### src/verilog/arbiter_pkg.sv
// Arbitrator package: port and memory sizes, transfer threshold, scan and burst state types
`default_nettype none

package arbiter_pkg;

    // Four write FIFOs and four read FIFOs
    localparam int NUM_PORTS = 4;
    localparam int PORT_BITS = 2;

    // FIFO side moves bytes, memory side moves 16-bit words
    localparam int BYTE_BITS = 8;
    localparam int WORD_BITS = 16;

    // Word address into the shared memory
    localparam int ADDR_BITS = 12;

    // Each port owns one region, base is port index << REGION_WORD_BITS
    localparam int REGION_WORD_BITS = 10;

    // FIFO fill level and burst byte count
    localparam int LEVEL_BITS = 11;

    // Running stored / delivered byte counts per port
    localparam int COUNT_BITS = 32;

    // A burst starts only when more than this many bytes are waiting
    localparam int MIN_CHUNK = 4;

    // Outer state of the scanner
    typedef enum logic [1:0] {
        SCAN_WRITE,
        SCAN_READ,
        XFER_WRITE,
        XFER_READ
    } scan_state_e;

    // Phase inside one burst
    typedef enum logic [1:0] {
        PHASE_START,
        PHASE_WAIT,
        PHASE_ACTIVE,
        PHASE_DONE
    } burst_phase_e;

endpackage

`default_nettype wire

### src/verilog/port_scanner.sv
// Port scanner: scan and burst FSM, per-port byte accounting, memory address generation
`default_nettype none

module port_scanner (
    input  logic clk,
    input  logic reset,
    input  logic [arbiter_pkg::NUM_PORTS-1:0][arbiter_pkg::LEVEL_BITS-1:0] write_level,
    input  logic                                                           mem_wait,
    input  logic                                                           word_written,
    output logic [arbiter_pkg::NUM_PORTS-1:0]                              write_read,
    output logic                                                           mem_oe,
    output logic [arbiter_pkg::ADDR_BITS-1:0]                              mem_addr,
    output logic [arbiter_pkg::PORT_BITS-1:0]                              xfer_port
);

    arbiter_pkg::scan_state_e  state;
    arbiter_pkg::burst_phase_e phase;
    logic [arbiter_pkg::PORT_BITS-1:0] port;

    // Per-port accounting, stored minus delivered is what a read port is owed
    logic [arbiter_pkg::COUNT_BITS-1:0]       stored_bytes    [arbiter_pkg::NUM_PORTS];
    logic [arbiter_pkg::COUNT_BITS-1:0]       delivered_bytes [arbiter_pkg::NUM_PORTS];
    logic [arbiter_pkg::REGION_WORD_BITS-1:0] write_ptr       [arbiter_pkg::NUM_PORTS];
    logic [arbiter_pkg::REGION_WORD_BITS-1:0] read_ptr        [arbiter_pkg::NUM_PORTS];

    // Burst counters
    logic [arbiter_pkg::LEVEL_BITS-1:0] pops_left;
    logic [arbiter_pkg::LEVEL_BITS-1:0] words_left;
    // Cycles left for the splitter to push the last word
    logic [1:0]                         tail;

    logic [arbiter_pkg::LEVEL_BITS-1:0] even_level;
    logic [arbiter_pkg::COUNT_BITS-1:0] pending;
    logic                               last_port;

    // Only whole words go to memory, odd byte stays in the FIFO
    assign even_level = {write_level[port][arbiter_pkg::LEVEL_BITS-1:1], 1'b0};
    assign pending    = stored_bytes[port] - delivered_bytes[port];
    assign last_port  = (port == arbiter_pkg::PORT_BITS'(arbiter_pkg::NUM_PORTS - 1));
    assign xfer_port  = port;

    // Region base is the port index on the top address bits
    assign mem_addr = (state == arbiter_pkg::XFER_WRITE) ? {port, write_ptr[port]}
                                                         : {port, read_ptr[port]};

    always_ff @(posedge clk) begin
        if (reset) begin
            state      <= arbiter_pkg::SCAN_WRITE;
            phase      <= arbiter_pkg::PHASE_START;
            port       <= '0;
            write_read <= '0;
            mem_oe     <= 1'b0;
            pops_left  <= '0;
            words_left <= '0;
            tail       <= '0;
            for (int i = 0; i < arbiter_pkg::NUM_PORTS; i++) begin
                stored_bytes[i]    <= '0;
                delivered_bytes[i] <= '0;
                write_ptr[i]       <= '0;
                read_ptr[i]        <= '0;
            end
        end else begin
            // Word landed in memory
            if (word_written) begin
                write_ptr[port] <= write_ptr[port] + 1'b1;
                words_left      <= words_left - 1'b1;
            end
            // Each read request returns two bytes to the port
            if (mem_oe) begin
                read_ptr[port]        <= read_ptr[port] + 1'b1;
                delivered_bytes[port] <= delivered_bytes[port] + arbiter_pkg::COUNT_BITS'(2);
            end

            case (state)
                arbiter_pkg::SCAN_WRITE: begin
                    if (even_level > arbiter_pkg::MIN_CHUNK) begin
                        // Latch the byte count on entry
                        stored_bytes[port] <= stored_bytes[port]
                                              + arbiter_pkg::COUNT_BITS'(even_level);
                        pops_left  <= even_level;
                        words_left <= {1'b0, even_level[arbiter_pkg::LEVEL_BITS-1:1]};
                        phase      <= arbiter_pkg::PHASE_START;
                        state      <= arbiter_pkg::XFER_WRITE;
                    end else begin
                        port <= port + 1'b1;
                        if (last_port)
                            state <= arbiter_pkg::SCAN_READ;
                    end
                end
                arbiter_pkg::SCAN_READ: begin
                    if (pending > arbiter_pkg::MIN_CHUNK) begin
                        words_left <= pending[arbiter_pkg::LEVEL_BITS:1];
                        phase      <= arbiter_pkg::PHASE_START;
                        state      <= arbiter_pkg::XFER_READ;
                    end else begin
                        port <= port + 1'b1;
                        if (last_port)
                            state <= arbiter_pkg::SCAN_WRITE;
                    end
                end
                default: begin
                    case (phase)
                        arbiter_pkg::PHASE_START: begin
                            phase <= arbiter_pkg::PHASE_WAIT;
                        end
                        arbiter_pkg::PHASE_WAIT: begin
                            // Memory busy, hold until mem_wait drops
                            if (!mem_wait) begin
                                phase <= arbiter_pkg::PHASE_ACTIVE;
                                if (state == arbiter_pkg::XFER_WRITE) begin
                                    write_read <= arbiter_pkg::NUM_PORTS'(1) << port;
                                    pops_left  <= pops_left - 1'b1;
                                end else begin
                                    mem_oe     <= 1'b1;
                                    words_left <= words_left - 1'b1;
                                    tail       <= 2'd2;
                                end
                            end
                        end
                        arbiter_pkg::PHASE_ACTIVE: begin
                            if (state == arbiter_pkg::XFER_WRITE) begin
                                // One pop per clock, then wait for the last word
                                if (pops_left != '0)
                                    pops_left <= pops_left - 1'b1;
                                else
                                    write_read <= '0;
                                if (write_read == '0 && words_left == '0)
                                    phase <= arbiter_pkg::PHASE_DONE;
                            end else begin
                                // Read request every second cycle
                                if (mem_oe) begin
                                    mem_oe <= 1'b0;
                                end else if (words_left != '0) begin
                                    mem_oe     <= 1'b1;
                                    words_left <= words_left - 1'b1;
                                end else if (tail != '0) begin
                                    tail <= tail - 1'b1;
                                end else begin
                                    phase <= arbiter_pkg::PHASE_DONE;
                                end
                            end
                        end
                        default: begin
                            // Resume scanning at the next port
                            port  <= port + 1'b1;
                            phase <= arbiter_pkg::PHASE_START;
                            if ((state == arbiter_pkg::XFER_WRITE) != last_port)
                                state <= arbiter_pkg::SCAN_WRITE;
                            else
                                state <= arbiter_pkg::SCAN_READ;
                        end
                    endcase
                end
            endcase
        end
    end

    // At most one write FIFO popped at a time
    assert property (@(posedge clk) disable iff (reset) $onehot0(write_read))
        else $error("write_read not one-hot");

    // Read requests only inside a read burst
    assert property (@(posedge clk) disable iff (reset)
        mem_oe |-> state == arbiter_pkg::XFER_READ)
        else $error("mem_oe outside read transfer");

endmodule

`default_nettype wire

### src/verilog/word_assembler.sv
// Word assembler: packs popped write bytes into 16-bit words and issues memory writes
`default_nettype none

module word_assembler (
    input  logic clk,
    input  logic reset,
    input  logic [arbiter_pkg::NUM_PORTS-1:0][arbiter_pkg::BYTE_BITS-1:0] write_data,
    input  logic [arbiter_pkg::NUM_PORTS-1:0]                             write_read,
    input  logic [arbiter_pkg::PORT_BITS-1:0]                             xfer_port,
    output logic [arbiter_pkg::WORD_BITS-1:0]                             mem_wdata,
    output logic                                                          mem_we,
    output logic                                                          word_written
);

    // FIFO byte shows up the cycle after its pop
    logic                              pop_d;
    // Next byte goes to the high half
    logic                              high_half;
    logic [arbiter_pkg::BYTE_BITS-1:0] pop_byte;
    logic [arbiter_pkg::BYTE_BITS-1:0] low_byte;
    logic [arbiter_pkg::BYTE_BITS-1:0] high_byte;

    assign pop_byte = write_data[xfer_port];

    always_ff @(posedge clk) begin
        if (reset) begin
            pop_d     <= 1'b0;
            high_half <= 1'b0;
            mem_we    <= 1'b0;
        end else begin
            pop_d  <= |write_read;
            // Write once the high half is in
            mem_we <= pop_d & high_half;
            if (pop_d)
                high_half <= ~high_half;
        end
    end

    // Byte lanes, lower byte first
    always_ff @(posedge clk) begin
        if (pop_d) begin
            if (high_half)
                high_byte <= pop_byte;
            else
                low_byte <= pop_byte;
        end
    end

    assign mem_wdata    = {high_byte, low_byte};
    assign word_written = mem_we;

    // Two bytes per word, so never back-to-back writes
    assert property (@(posedge clk) disable iff (reset) mem_we |=> !mem_we)
        else $error("mem_we in consecutive cycles");

endmodule

`default_nettype wire

### src/verilog/word_splitter.sv
// Word splitter: splits memory read words into low and high byte pushes to the read port
`default_nettype none

module word_splitter (
    input  logic clk,
    input  logic reset,
    input  logic [arbiter_pkg::WORD_BITS-1:0] mem_rdata,
    input  logic                              mem_oe,
    input  logic [arbiter_pkg::PORT_BITS-1:0] xfer_port,
    output logic [arbiter_pkg::NUM_PORTS-1:0] read_write,
    output logic [arbiter_pkg::BYTE_BITS-1:0] read_data
);

    // Request pipeline stages for data valid, low push and high push
    logic oe_d;
    logic lo_valid;
    logic hi_valid;
    // Port travels alongside the request
    logic [arbiter_pkg::PORT_BITS-1:0] port_d;
    logic [arbiter_pkg::PORT_BITS-1:0] lo_port;
    logic [arbiter_pkg::PORT_BITS-1:0] hi_port;
    logic [arbiter_pkg::WORD_BITS-1:0] word_q;

    always_ff @(posedge clk) begin
        if (reset) begin
            oe_d     <= 1'b0;
            lo_valid <= 1'b0;
            hi_valid <= 1'b0;
        end else begin
            oe_d     <= mem_oe;
            lo_valid <= oe_d;
            hi_valid <= lo_valid;
        end
    end

    always_ff @(posedge clk) begin
        port_d  <= xfer_port;
        lo_port <= port_d;
        hi_port <= lo_port;
        // mem_rdata valid one cycle after the request
        if (oe_d)
            word_q <= mem_rdata;
    end

    // Low byte first, high byte the cycle after
    always_comb begin
        read_write = '0;
        read_data  = word_q[arbiter_pkg::BYTE_BITS-1:0];
        if (lo_valid) begin
            read_write = arbiter_pkg::NUM_PORTS'(1) << lo_port;
        end else if (hi_valid) begin
            read_write = arbiter_pkg::NUM_PORTS'(1) << hi_port;
            read_data  = word_q[arbiter_pkg::WORD_BITS-1:arbiter_pkg::BYTE_BITS];
        end
    end

    assert property (@(posedge clk) disable iff (reset) $onehot0(read_write))
        else $error("read_write not one-hot");

endmodule

`default_nettype wire

### src/verilog/memory_arbitrator.sv
// Byte to word memory arbitrator top level: scanner, word assembler and word splitter
`default_nettype none

module memory_arbitrator (
    input  logic clk,
    input  logic reset,
    // Write FIFOs, one lane per port
    input  logic [arbiter_pkg::NUM_PORTS-1:0][arbiter_pkg::LEVEL_BITS-1:0] write_level,
    input  logic [arbiter_pkg::NUM_PORTS-1:0][arbiter_pkg::BYTE_BITS-1:0]  write_data,
    output logic [arbiter_pkg::NUM_PORTS-1:0]                              write_read,
    // Read FIFOs share one data bus, push strobe selects the port
    output logic [arbiter_pkg::NUM_PORTS-1:0]                              read_write,
    output logic [arbiter_pkg::BYTE_BITS-1:0]                              read_data,
    // Shared 16-bit memory
    output logic [arbiter_pkg::ADDR_BITS-1:0]                              mem_addr,
    output logic [arbiter_pkg::WORD_BITS-1:0]                              mem_wdata,
    input  logic [arbiter_pkg::WORD_BITS-1:0]                              mem_rdata,
    output logic                                                           mem_we,
    output logic                                                           mem_oe,
    input  logic                                                           mem_wait
);

    // Port under transfer, shared by all three blocks
    logic [arbiter_pkg::PORT_BITS-1:0] xfer_port;
    // Pulse with each memory write, moves the write pointer
    logic                              word_written;

    // Scan order, burst phases, byte accounting and addresses
    port_scanner i_port_scanner (
        .clk          (clk),
        .reset        (reset),
        .write_level  (write_level),
        .mem_wait     (mem_wait),
        .word_written (word_written),
        .write_read   (write_read),
        .mem_oe       (mem_oe),
        .mem_addr     (mem_addr),
        .xfer_port    (xfer_port)
    );

    // Popped bytes packed two per word, low byte first
    word_assembler i_word_assembler (
        .clk          (clk),
        .reset        (reset),
        .write_data   (write_data),
        .write_read   (write_read),
        .xfer_port    (xfer_port),
        .mem_wdata    (mem_wdata),
        .mem_we       (mem_we),
        .word_written (word_written)
    );

    // Read words split back into low then high byte
    word_splitter i_word_splitter (
        .clk        (clk),
        .reset      (reset),
        .mem_rdata  (mem_rdata),
        .mem_oe     (mem_oe),
        .xfer_port  (xfer_port),
        .read_write (read_write),
        .read_data  (read_data)
    );

endmodule

`default_nettype wire

### config.mk
export PLATFORM = sky130hd
export DESIGN_NAME = memory_arbitrator
export DESIGN_NICKNAME = d
export VERILOG_FILES = /design/src/verilog/arbiter_pkg.sv /design/src/verilog/port_scanner.sv /design/src/verilog/word_assembler.sv /design/src/verilog/word_splitter.sv /design/src/verilog/memory_arbitrator.sv
export SDC_FILE = /design/constraint.sdc
export NUM_CORES = 1
export LEC_CHECK = 0
export ABC_AREA = 1
export BUFFER_PORTS_ARGS = -buffer_cell sky130_fd_sc_hd__buf_2
export CAP_MARGIN = 30
export CORE_ASPECT_RATIO = 0.6
export CORE_MARGIN = 2
export CORE_UTILIZATION = 65
export DETAILED_ROUTE_END_ITERATION = 16
export GPL_TIMING_DRIVEN = 1
export PLACE_DENSITY = 0.84
export SYNTH_ARGS = -nofsm -noshare
export SYNTH_HDL_FRONTEND = slang
export SYNTH_SLANG_ARGS = --single-unit
### constraint.sdc
create_clock -name clk -period 14.6 [get_ports clk]
set_input_delay 2.92 -clock clk [delete_from_list [all_inputs] [get_ports clk]]
set_output_delay 2.92 -clock clk [all_outputs]
set_load 0.05 [all_outputs]
## Word-level counts from Yosys, hierarchy flattened

Memories as Yosys holds them, arrays and structs flattened. A register that Yosys moved wholly into a read port is not among the register bits.
Index checks and enable logic that the tools add are counted.

| storage, ports and cells | value |
|---|---|
| memories kept | 4 |
| word-level logic and storage cells | 197 |
| output and inout port bits | 46 |
| register bits after elaboration | 79 |
| RAM bits | 336 |
| input bits | 95 |

Memories:

| name | depth | width | read ports | clocked after memory_dff | write ports | RTL line | text |
|---|---|---|---|---|---|---|---|
| i_port_scanner.delivered_bytes | 4 | 32 | 1 | 1 | 4 | port_scanner.sv:22 | `logic [arbiter_pkg::COUNT_BITS-1:0] delivered_bytes [arbiter_pkg::NUM_PORTS];` |
| i_port_scanner.stored_bytes | 4 | 32 | 1 | 1 | 4 | port_scanner.sv:21 | `logic [arbiter_pkg::COUNT_BITS-1:0] stored_bytes [arbiter_pkg::NUM_PORTS];` |
| i_port_scanner.read_ptr | 4 | 10 | 1 | 1 | 4 | port_scanner.sv:24 | `logic [arbiter_pkg::REGION_WORD_BITS-1:0] read_ptr [arbiter_pkg::NUM_PORTS];` |
| i_port_scanner.write_ptr | 4 | 10 | 1 | 1 | 4 | port_scanner.sv:23 | `logic [arbiter_pkg::REGION_WORD_BITS-1:0] write_ptr [arbiter_pkg::NUM_PORTS];` |

| cells by class | value |
|---|---|
| add/sub/neg operators | 9 |
| bitwise gates (word level) | 4 |
| equal/unequal tests | 31 |
| shifts and indexed selects | 3 |
| muxes and demuxes | 97 |
| $lt $le $gt $ge | 3 |
| reduce and logical (&&, ||, !) cells | 26 |

Operators with widths:

| operator | number |
|---|---|
| 11-bit 2-to-1 mux | 14 |
| 11-bit case mux with 2 select lines | 4 |
| 2-bit 2-to-1 mux | 34 |
| 32-bit 2-to-1 mux | 2 |
| 32-bit OR reduction | 2 |
| 32-bit by 11-bit adder with 32-bit output | 1 |
| 32-bit by 2-bit adder with 32-bit output (second input constant) | 1 |
| 32-bit by 3-bit > comparator with 1-bit output (second input constant) | 1 |
| 32-bit subtractor | 1 |
| 10-bit 2-to-1 mux | 3 |
| 4-bit 2-to-1 mux | 6 |
| 8-bit 2-to-1 mux | 3 |
| 11-bit binary-select mux with 2-bit select | 1 |
| 1-bit 2-to-1 mux | 22 |
| 11-bit nonzero test | 2 |
| 11-bit by 1-bit subtractor with 11-bit output (second input constant) | 2 |
| 10-bit by 1-bit adder with 10-bit output (second input constant) | 2 |
| 10-bit OR reduction | 2 |
| 8-bit binary-select mux with 2-bit select | 1 |
| 2-bit inequality test (second input constant) | 8 |
| 2-bit case mux with 2 select lines | 4 |
| 7-bit AND reduction | 2 |
| 1-bit by 2-bit left shift with 4-bit output (first input constant) | 3 |
| 11-bit by 3-bit > comparator with 1-bit output (second input constant) | 1 |
| 32 further kinds | 51 |

## Depth between registers and ports, before layout

Gate-level depths: netlist of run 1.

| logic depth | value |
|---|---|
| depth in word-level cells | 9 |
| mapped depth | 33 |
| mapped depth without buffers | 28 |

## Hierarchy

Synthesis of run 1 repeated with hierarchy kept, for this count alone.

| unflattened totals | value |
|---|---|
| cell total of the unflattened synthesis | 2982 |
| area total of the unflattened synthesis | 24282.0 um^2 |

Modules (own cells, without submodules):

| module | times used | sequential area each (um^2) | area each (um^2) | cells an instance |
|---|---|---|---|---|
| port_scanner | 1 | 10830.4 | 22353.9 | 2778 |
| word_assembler | 1 | 540.5 | 983.4 | 124 |
| word_splitter | 1 | 660.6 | 944.7 | 80 |

## Worst setup path before layout of run 1

Ideal clock, no wire load.

| timing path | value |
|---|---|
| kind | input-to-reg |
| start point | input port write_level[24] (netlist name) |
| end point | memory i_port_scanner.stored_bytes[3][0] (netlist name), enable pin |
| arrival | 5.839 ns |
| buffers on the path | 0 |
| data required time | 14.134 ns |
| stages | 6 |
| setup time | 0.466 ns |
| path slack | 8.295 ns |
| cell sequence | o21ai_0 -> o22ai_2 -> nand2_1 -> nand3_1 -> nand2_1 -> o21ai_0 |

RTL lines:

| element | RTL line | text |
|---|---|---|
| start: declaration | memory_arbitrator.sv:8 | `input logic [arbiter_pkg::NUM_PORTS-1:0][arbiter_pkg::LEVEL_BITS-1:0] write_level,` |
| end: declaration | port_scanner.sv:21 |  |

==> reports/results.txt, run 1 <==
Hpwl dp: 45,800 um
Worst Clk Skew: 0.0238 ns
Syn. warnings: 0
Die height: 153 um
TritonCTS sink count: 417
CTS tree: done
Register area share after synthesis: 0.501
Detailed-route wire length per cell: 19.2 um
Worst-path clk slew: 0.06 ns
Tot GR Track Use: 0.343
Highest clock rate: 0.145 GHz
Slew Limit Headroom: 0.293
DRC violations left: 0
First-pass GRT wire length: 104,000 um
CP startpoint kind: input pin
Worst slew pin tran: 1.06 ns
# IOs: 141
Predominant post-synthesis flop cell: edfxtp_1
VDD IR max: 112 uV
Final worst path period need: 6.92 ns
Post-Syn Instances: 2,908
Root Driver: clkbuf_16
Clock Path Buffers: 3
Synth Cell Area: 24,000 um2
Share of cells above drive strength 1: 0.104
Synth cell types: 64
Final setup TNS: 0 ns
GPL Wtd Cong: 0.989
Syn Nets: 3,060
Fin. max-slew vios: 0
Crit Path Max Fanout: 30
RSZ-0062 raised after global routing: false
Pwr per Cell Area: 186 nW/um2
CP arrival: 7.18 ns
Antenna fix cells: 0
Number of flops mapped to enable cells by yosys: 368
Beginning of the critical path: write_level[20]
Routed Antenna Nets: 0
Initial antenna violation count: 1
CTS Buf Count: 39
Share of the synthesized area in the top cell type: 0.460
Routed WL: 67,100 um
Fin worst setup slack: 7.68 ns
Run status: finished, final reports clean
Min-Delay Startpoint: i_word_splitter.port_d[1]
Vias: 20,905
FP Rows: 54
Overflow after GRT: 0
Synth-to-layout area growth: 8.36%
WP data required: 14.87 ns
Worst Hold Class: reg -> reg
Synth area leaders: edfxtp_1 (46%), nand2_1 (11%), nor2_1 (8.5%)
Core ar.: 36,400 um2
Seq cells post-synth: 417
Initial core utilization: 0.660
Hold Violations, Final: 0
Port bufs: 136
Die Area: 38,600 um2
Chip width: 252 um
Crit path kind: in -> reg
Vias in the first global route: 19,440
DR iter-0 viols: 2,768
Clk Latency, worst-skew pair: 0.56 ns
Final nets: 3,145
# resized after CTS: 0
# Post-CTS Setup Buffers: 0
Asr flop ratio synth: 0
Synth area leader: edfxtp_1
H-Tree Depth: 2
Setup violators final: 0
Hold Buf Count CTS: 0
Maximum number of pins on one net before global-route repair: 123
Max capacitance violation total: 0
Crit. End Element: flip-flop
P_leak: 10.9 nW
Tcrit/Tclk final: 0.474
First-pass DRT Iterations: 6
Mapped Avg Cell Area: 8.26 um2
Place WS: 7.34 ns
Via density: 5.98
state kept, by name, summed over array words and instances (netlist names), 4 cells and up, named ones only:
| name | count |
|---|---|
| i_port_scanner.words_left | 11 |
| i_port_scanner.read_ptr | 40 |
| i_port_scanner.delivered_bytes | 128 |
| i_port_scanner.stored_bytes | 128 |
| i_port_scanner.write_read | 4 |
| i_port_scanner.pops_left | 11 |
| i_word_assembler.high_byte | 8 |
| i_word_splitter.word_q | 16 |
| i_word_assembler.low_byte | 8 |
| i_port_scanner.write_ptr | 40 |
final timing paths:
kind                                                          end  slack, ns  cells after the start
worst max-delay path            i_port_scanner.stored_bytes[0][2]       7.68                     17
worst min-delay path                   i_word_splitter.lo_port[1]       0.33                      0
worst max register to register            i_port_scanner.phase[1]       8.58                     22
worst min register to register         i_word_splitter.lo_port[1]       0.33                      0
critical path, stage by stage:
cell and delay [ns]:
buf_2 0.09, nand2_1 0.05, nand3_1 0.08, nand2_1 0.31, inv_1 0.11, nor4_1 0.31
nand3_1 0.26, nand2_1 0.30, nor2_1 0.09, buf_4 0.22, inv_2 0.49, nor2_1 0.14
inv_1 0.11, nor2_1 0.09, inv_2 0.53, nand2_1 0.60, buf_4 0.42
per-layer routing:
layer / GRT usage / routed length (um) / vias to the layer above
met5: 0 / 0 / -
met4: 0.0803 / 1460 / 0
met3: 0.0804 / 8940 / 112
met2: 0.515 / 28800 / 1287
met1: 0.509 / 27900 / 9706
li1: - / - / 9800
layout by cell type, fill, tap and decap left out, types with 17 or more instances in the layout:
cell type,n
nand2_1,718
nor2_1,544
edfxtp_1,368
inv_1,304
nand3_1,162
buf_2,136
a21oi_1,125
o21ai_0,122
ha_1,55
dfxtp_1,48
xor2_1,44
clkbuf_16,40
nor3_1,39
buf_4,25
inv_2,24
nand4_1,23
o22ai_1,22
a32oi_1,20
a32oi_2,17
where the power goes:
group / internal (mW) / leakage (nW) / total, mW / switching [mW]
sequential: 1.44 / 4.17 / 1.50 / 0.0613
combinational: 0.665 / 6.20 / 2.37 / 1.71
clock: 0.511 / 0.569 / 0.961 / 0.450
cell type report:
cell class	count	area (um2)
Tap cell	476	596
Multi-Input combinational cell	2042	10100
Timing Repair Buffer	161	868
Clock inverter	18	113
Clock buffer	50	1050
Fill cell	2761	10400
Inverter	332	1250
Sequential cell	417	12000
Yosys cell counts, drive strengths merged, types with 3 or more instances:
master / n
dfxtp: 49
ha: 55
xor2: 44
xnor2: 14
edfxtp: 368
nand3: 163
a32o: 11
o21ai: 128
o32ai: 4
nor2: 560
nor4: 15
nand4: 25
a31oi: 9
o22ai: 24
nand2: 729
buf: 68
a21oi: 125
o21bai: 4
inv: 329
and2: 5
clkbuf: 49
a22o: 5
clkinv: 3
a211oi: 8
nor3: 40
a32oi: 40
mux2: 8
or2: 4
nand3b: 9
metrics by stage:
stage | instance area, um2 | cells | power, mW | util | hold WS (ns)
floorplan | 24000 | 2908 | 3.20 | - | 0.310
global placement | 24900 | 3428 | 3.72 | 0.683 | 0.311
detailed placement | 24900 | 3428 | 3.80 | 0.683 | 0.313
CTS | 26000 | 3496 | 4.75 | 0.715 | 0.327
global route | 26000 | 3496 | 5.13 | 0.715 | 0.330
finish | 26000 | 3496 | 4.84 | 0.715 | 0.328
cell families after synthesis:
logic type | count (synthesis) | synth area share
and+or+nand+nor | 1551 | 0.265
buffers and inverters | 449 | 0.0793
DFF | 417 | 0.501
AOI/OAI and AO/OA | 368 | 0.0994
xor gates and xnor gates | 58 | 0.0214
adders and majority gates | 57 | 0.0303
muxes | 8 | 0.00375
Note: power is estimated with default switching activity, not from simulation.
==> inputs of run 2 (changes only) <==
Settings changed: ABC_AREA 1 to 0, CORE_UTILIZATION 65 to 62, PLACE_DENSITY 0.84 to 0.81.
Clock period 14.6 ns to 6.4 ns, I/O delays scaled along.
==> run 2 against run 1 <==
  * Die area down 3.0%
  * Clock skew up 0.00050 ns
  * Hold slack better by 0.0031 ns
  * Clock power up 140%
  * Core utilization down 1.6 points
  * First-iteration DRC count down 23%
  * Via count down 22%
  * Register-to-register slack worse by 7.7 ns
  * Sequential share of layout area up 2.8 points
  * Sequential cell count unchanged
  * Synthesized cell count down 34%
==> reports/results.txt, run 2 <==
Crit path kind: reg -> reg
TritonCTS sink count: 417 (unchanged)
Synth Area in XOR/XNOR: 0.0410 (+0.0195)
Asr flop ratio synth: 0 (unchanged)
P_leak: 9.19 nW (-16%)
Final Hold Slack: 0.331 ns (+0.00310 ns)
Worst-path clk slew: 0.06 ns (about the same)
Final worst path period need: 5.54 ns
Crit. End Element: flip-flop
Worst Hold Class: reg -> reg
Detailed-route wire length per cell: 22.4 um (+17%)
Synth area leaders: edfxtp_1 (50%), mux4_2 (10%), nor2_1 (6.8%)
Commonest non-fill, non-tap cells in the layout: nor2_1 (403), edfxtp_1 (368), nand2_1 (156)
Fin. max-slew vios: 0 (unchanged)
Chip width: 248 um (-1.5%)
Maximum number of pins on one net before global-route repair: 45 (-63%)
Via density: 6.43 (+7.5%)
WP data required: 6.79 ns (-8.08 ns)
Placed Area: 23,300 um2 (-6.4%)
Total power draw: 7.43 mW (+54%)
Setup violators final: 0 (unchanged)
Antenna fix cells: 0 (unchanged)
# Post-CTS Setup Buffers: 0 (unchanged)
CP arrival: 5.93 ns (-1.25 ns)
Port bufs: 136 (unchanged)
Routed Antenna Nets: 0 (unchanged)
Register area share after synthesis: 0.541 (+0.0408)
Core ar.: 35,100 um2 (-3.5%)
Number of flops mapped to enable cells by yosys: 368 (unchanged)
Post-Synth Adder-Cell Area: 0.0328 (+0.00247)
First-pass DRT Iterations: 8 (+2)
Slew Limit Headroom: 0.258 (-0.0349)
Synth Cell Area: 22,200 um2 (-7.5%)
Worst slew pin tran: 1.11 ns (+0.0522 ns)
Seq cells post-synth: 417 (unchanged)
Design Area, Final: 24,600 um2 (-5.7%)
Mapped Avg Cell Area: 11.5 um2 (+39%)
Synth cell types: 84 (+31%)
Largest regs: i_port_scanner.delivered_bytes x128, i_port_scanner.stored_bytes x128
Initial core utilization: 0.632 (-0.0276)
Post-synth top cells: nor2_1 (403), edfxtp_1 (368), nand2_1 (156), mux4_2 (99), inv_1 (90)
First-pass GRT wire length: 87,300 um (-16%)
Hpwl dp: 39,400 um (-14%)
Vias: 16,342 (-22%)
Cell Count, Final, Fillers Out: 2,543 (-27%)
Tcrit/Tclk final: 0.866
Placed cell count: 2,471 (-28%)
Largest family of logic cells by synthesized area: simple AND/OR/NAND/NOR gates
H-Tree Depth: 2 (unchanged)
Post-synthesis mux area share: 0.110 (+0.106)
Hold Violations, Final: 0 (unchanged)
Highest clock rate: 0.180 GHz
RSZ-0062 raised after global routing: false
Final setup TNS: 0 ns (unchanged)
Predominant post-synthesis flop cell: edfxtp_1
Syn Nets: 2,085 (-32%)
DRC violations left: 0 (unchanged)
Pwr per Cell Area: 303 nW/um2 (+63%)
Depth of the worst register-to-register path: 14 (-36%)
Root Driver: clkbuf_16
Die Area: 37,400 um2 (-3.0%)
Simple-Gate Fraction of Synth Area: 0.157 (-0.108)
Vias in the first global route: 15,511 (-20%)
Max capacitance violation total: 0 (unchanged)
Clk Latency, worst-skew pair: 0.55 ns (about the same)
# IOs: 141 (unchanged)
GPL Wtd Cong: 0.925 (-6.5%)
Commonest non-fill, non-tap cell in the layout: nor2_1
CP startpoint kind: flip-flop
Crit Path Max Fanout: 18 (-40%)
Worst Clk Skew: 0.0243 ns (+0.000504 ns)
CTS Buf Count: 39 (unchanged)
FP Rows: 53 (-1.9%)
Setup slack, reg-to-reg: 0.86 ns (-7.72 ns)
Final nets: 2,198 (-30%)
Overflow after GRT: 0 (unchanged)
Initial antenna violation count: 0 (-1)
Most common cell in the netlist: nor2_1
Post-Syn Instances: 1,933 (-34%)
Synth-to-layout area growth: 10.5%
Syn. warnings: 0 (unchanged)
# resized after CTS: 0 (unchanged)
CTS tree: done
Routed WL: 57,000 um (-15%)
Share of the synthesized area in the top cell type: 0.497 (+0.0374)
Synth area leader: edfxtp_1
Clock Path Buffers: 3 (unchanged)
Tot GR Track Use: 0.302 (-0.0412)
Post-synthesis compound-gate area fraction: 0.0770 (-0.0224)
VDD IR max: 222 uV (+98%)
Hold Buf Count CTS: 0 (unchanged)
DR iter-0 viols: 2,142 (-23%)
Run status: finished, final reports clean
Die height: 151 um (-1.5%)
Share of cells above drive strength 1: 0.183 (+0.0783)
==> run 2: worst min-delay path by stage <==
stage	cells past startpoint	from	slack [ns]	endpoint
finish	0	i_word_splitter.port_d[1]	0.33	i_word_splitter.lo_port[1]
global route	0	i_word_splitter.port_d[1]	0.34	i_word_splitter.lo_port[1]
CTS	0	i_word_splitter.port_d[1]	0.33	i_word_splitter.lo_port[1]
detailed placement	0	i_word_splitter.port_d[1]	0.32	i_word_splitter.lo_port[1]
global placement	0	i_word_splitter.port_d[0]	0.32	i_word_splitter.lo_port[0]
floorplan	0	i_word_splitter.port_d[0]	0.31	i_word_splitter.lo_port[0]
==> run 2: power by group <==
| part | switching [mW] | internal, mW |
|---|---|---|
| clock | 1.03 | 1.30 |
| sequential | 0.0772 | 3.13 |
| combinational | 1.21 | 0.689 |
| total | 2.32 | 5.12 |
==> run 2: routing by layer <==
| layer | wire, um | up-vias | part of all wire | GRT usage |
|---|---|---|---|---|
| li1 | - | 7270 | - | - |
| met5 | 0 | - | 0 | 0 |
| met2 | 25200 | 921 | 0.44 | 0.453 |
| met3 | 6600 | 98 | 0.12 | 0.0607 |
| met1 | 24400 | 8053 | 0.43 | 0.462 |
| met4 | 843 | 0 | 0.015 | 0.0632 |
==> run 2: per-stage QoR <==
stage | worst slack, ns | util
global route | 0.567 | 0.699
finish | 0.859 | 0.699
detailed placement | 0.956 | 0.662
floorplan | 0.626 | -
global placement | 1.02 | 0.661
CTS | 0.948 | 0.698
==> run 2: cells by family (layout without fill, tap and decap cells) <==
kind of cell | count (synthesis) | count (layout)
and+or+nand+nor | 783 | 783
DFF | 417 | 417
AOI/OAI and AO/OA | 260 | 260
buffers and inverters | 193 | 336
muxes | 119 | 119
xor gates and xnor gates | 104 | 104
adders and majority gates | 57 | 57
==> run 2: cell type report <==
type                            instances  area (um2)
Timing Repair Buffer                  175        1040
Tap cell                              467         584
Clock buffer                           48        1050
Multi-Input combinational cell       1323        9300
Inverter                               90         338
Clock inverter                         23         209
Sequential cell                       417       12000
Fill cell                            2464       10600
==> run 2: worst max-delay path, stage by stage (launching register included) <==
cell	delay, ns
dfxtp_4	0.56
buf_4	0.40
mux4_2	0.61
inv_1	0.08
ha_1	0.33
a21o_1	0.28
a221o_1	0.44
a221oi_1	0.32
nor2_1	0.15
nor4_1	0.33
nand4_1	0.26
nor4b_2	0.41
and4_1	0.52
o31a_4	0.21
mux2i_1	0.44
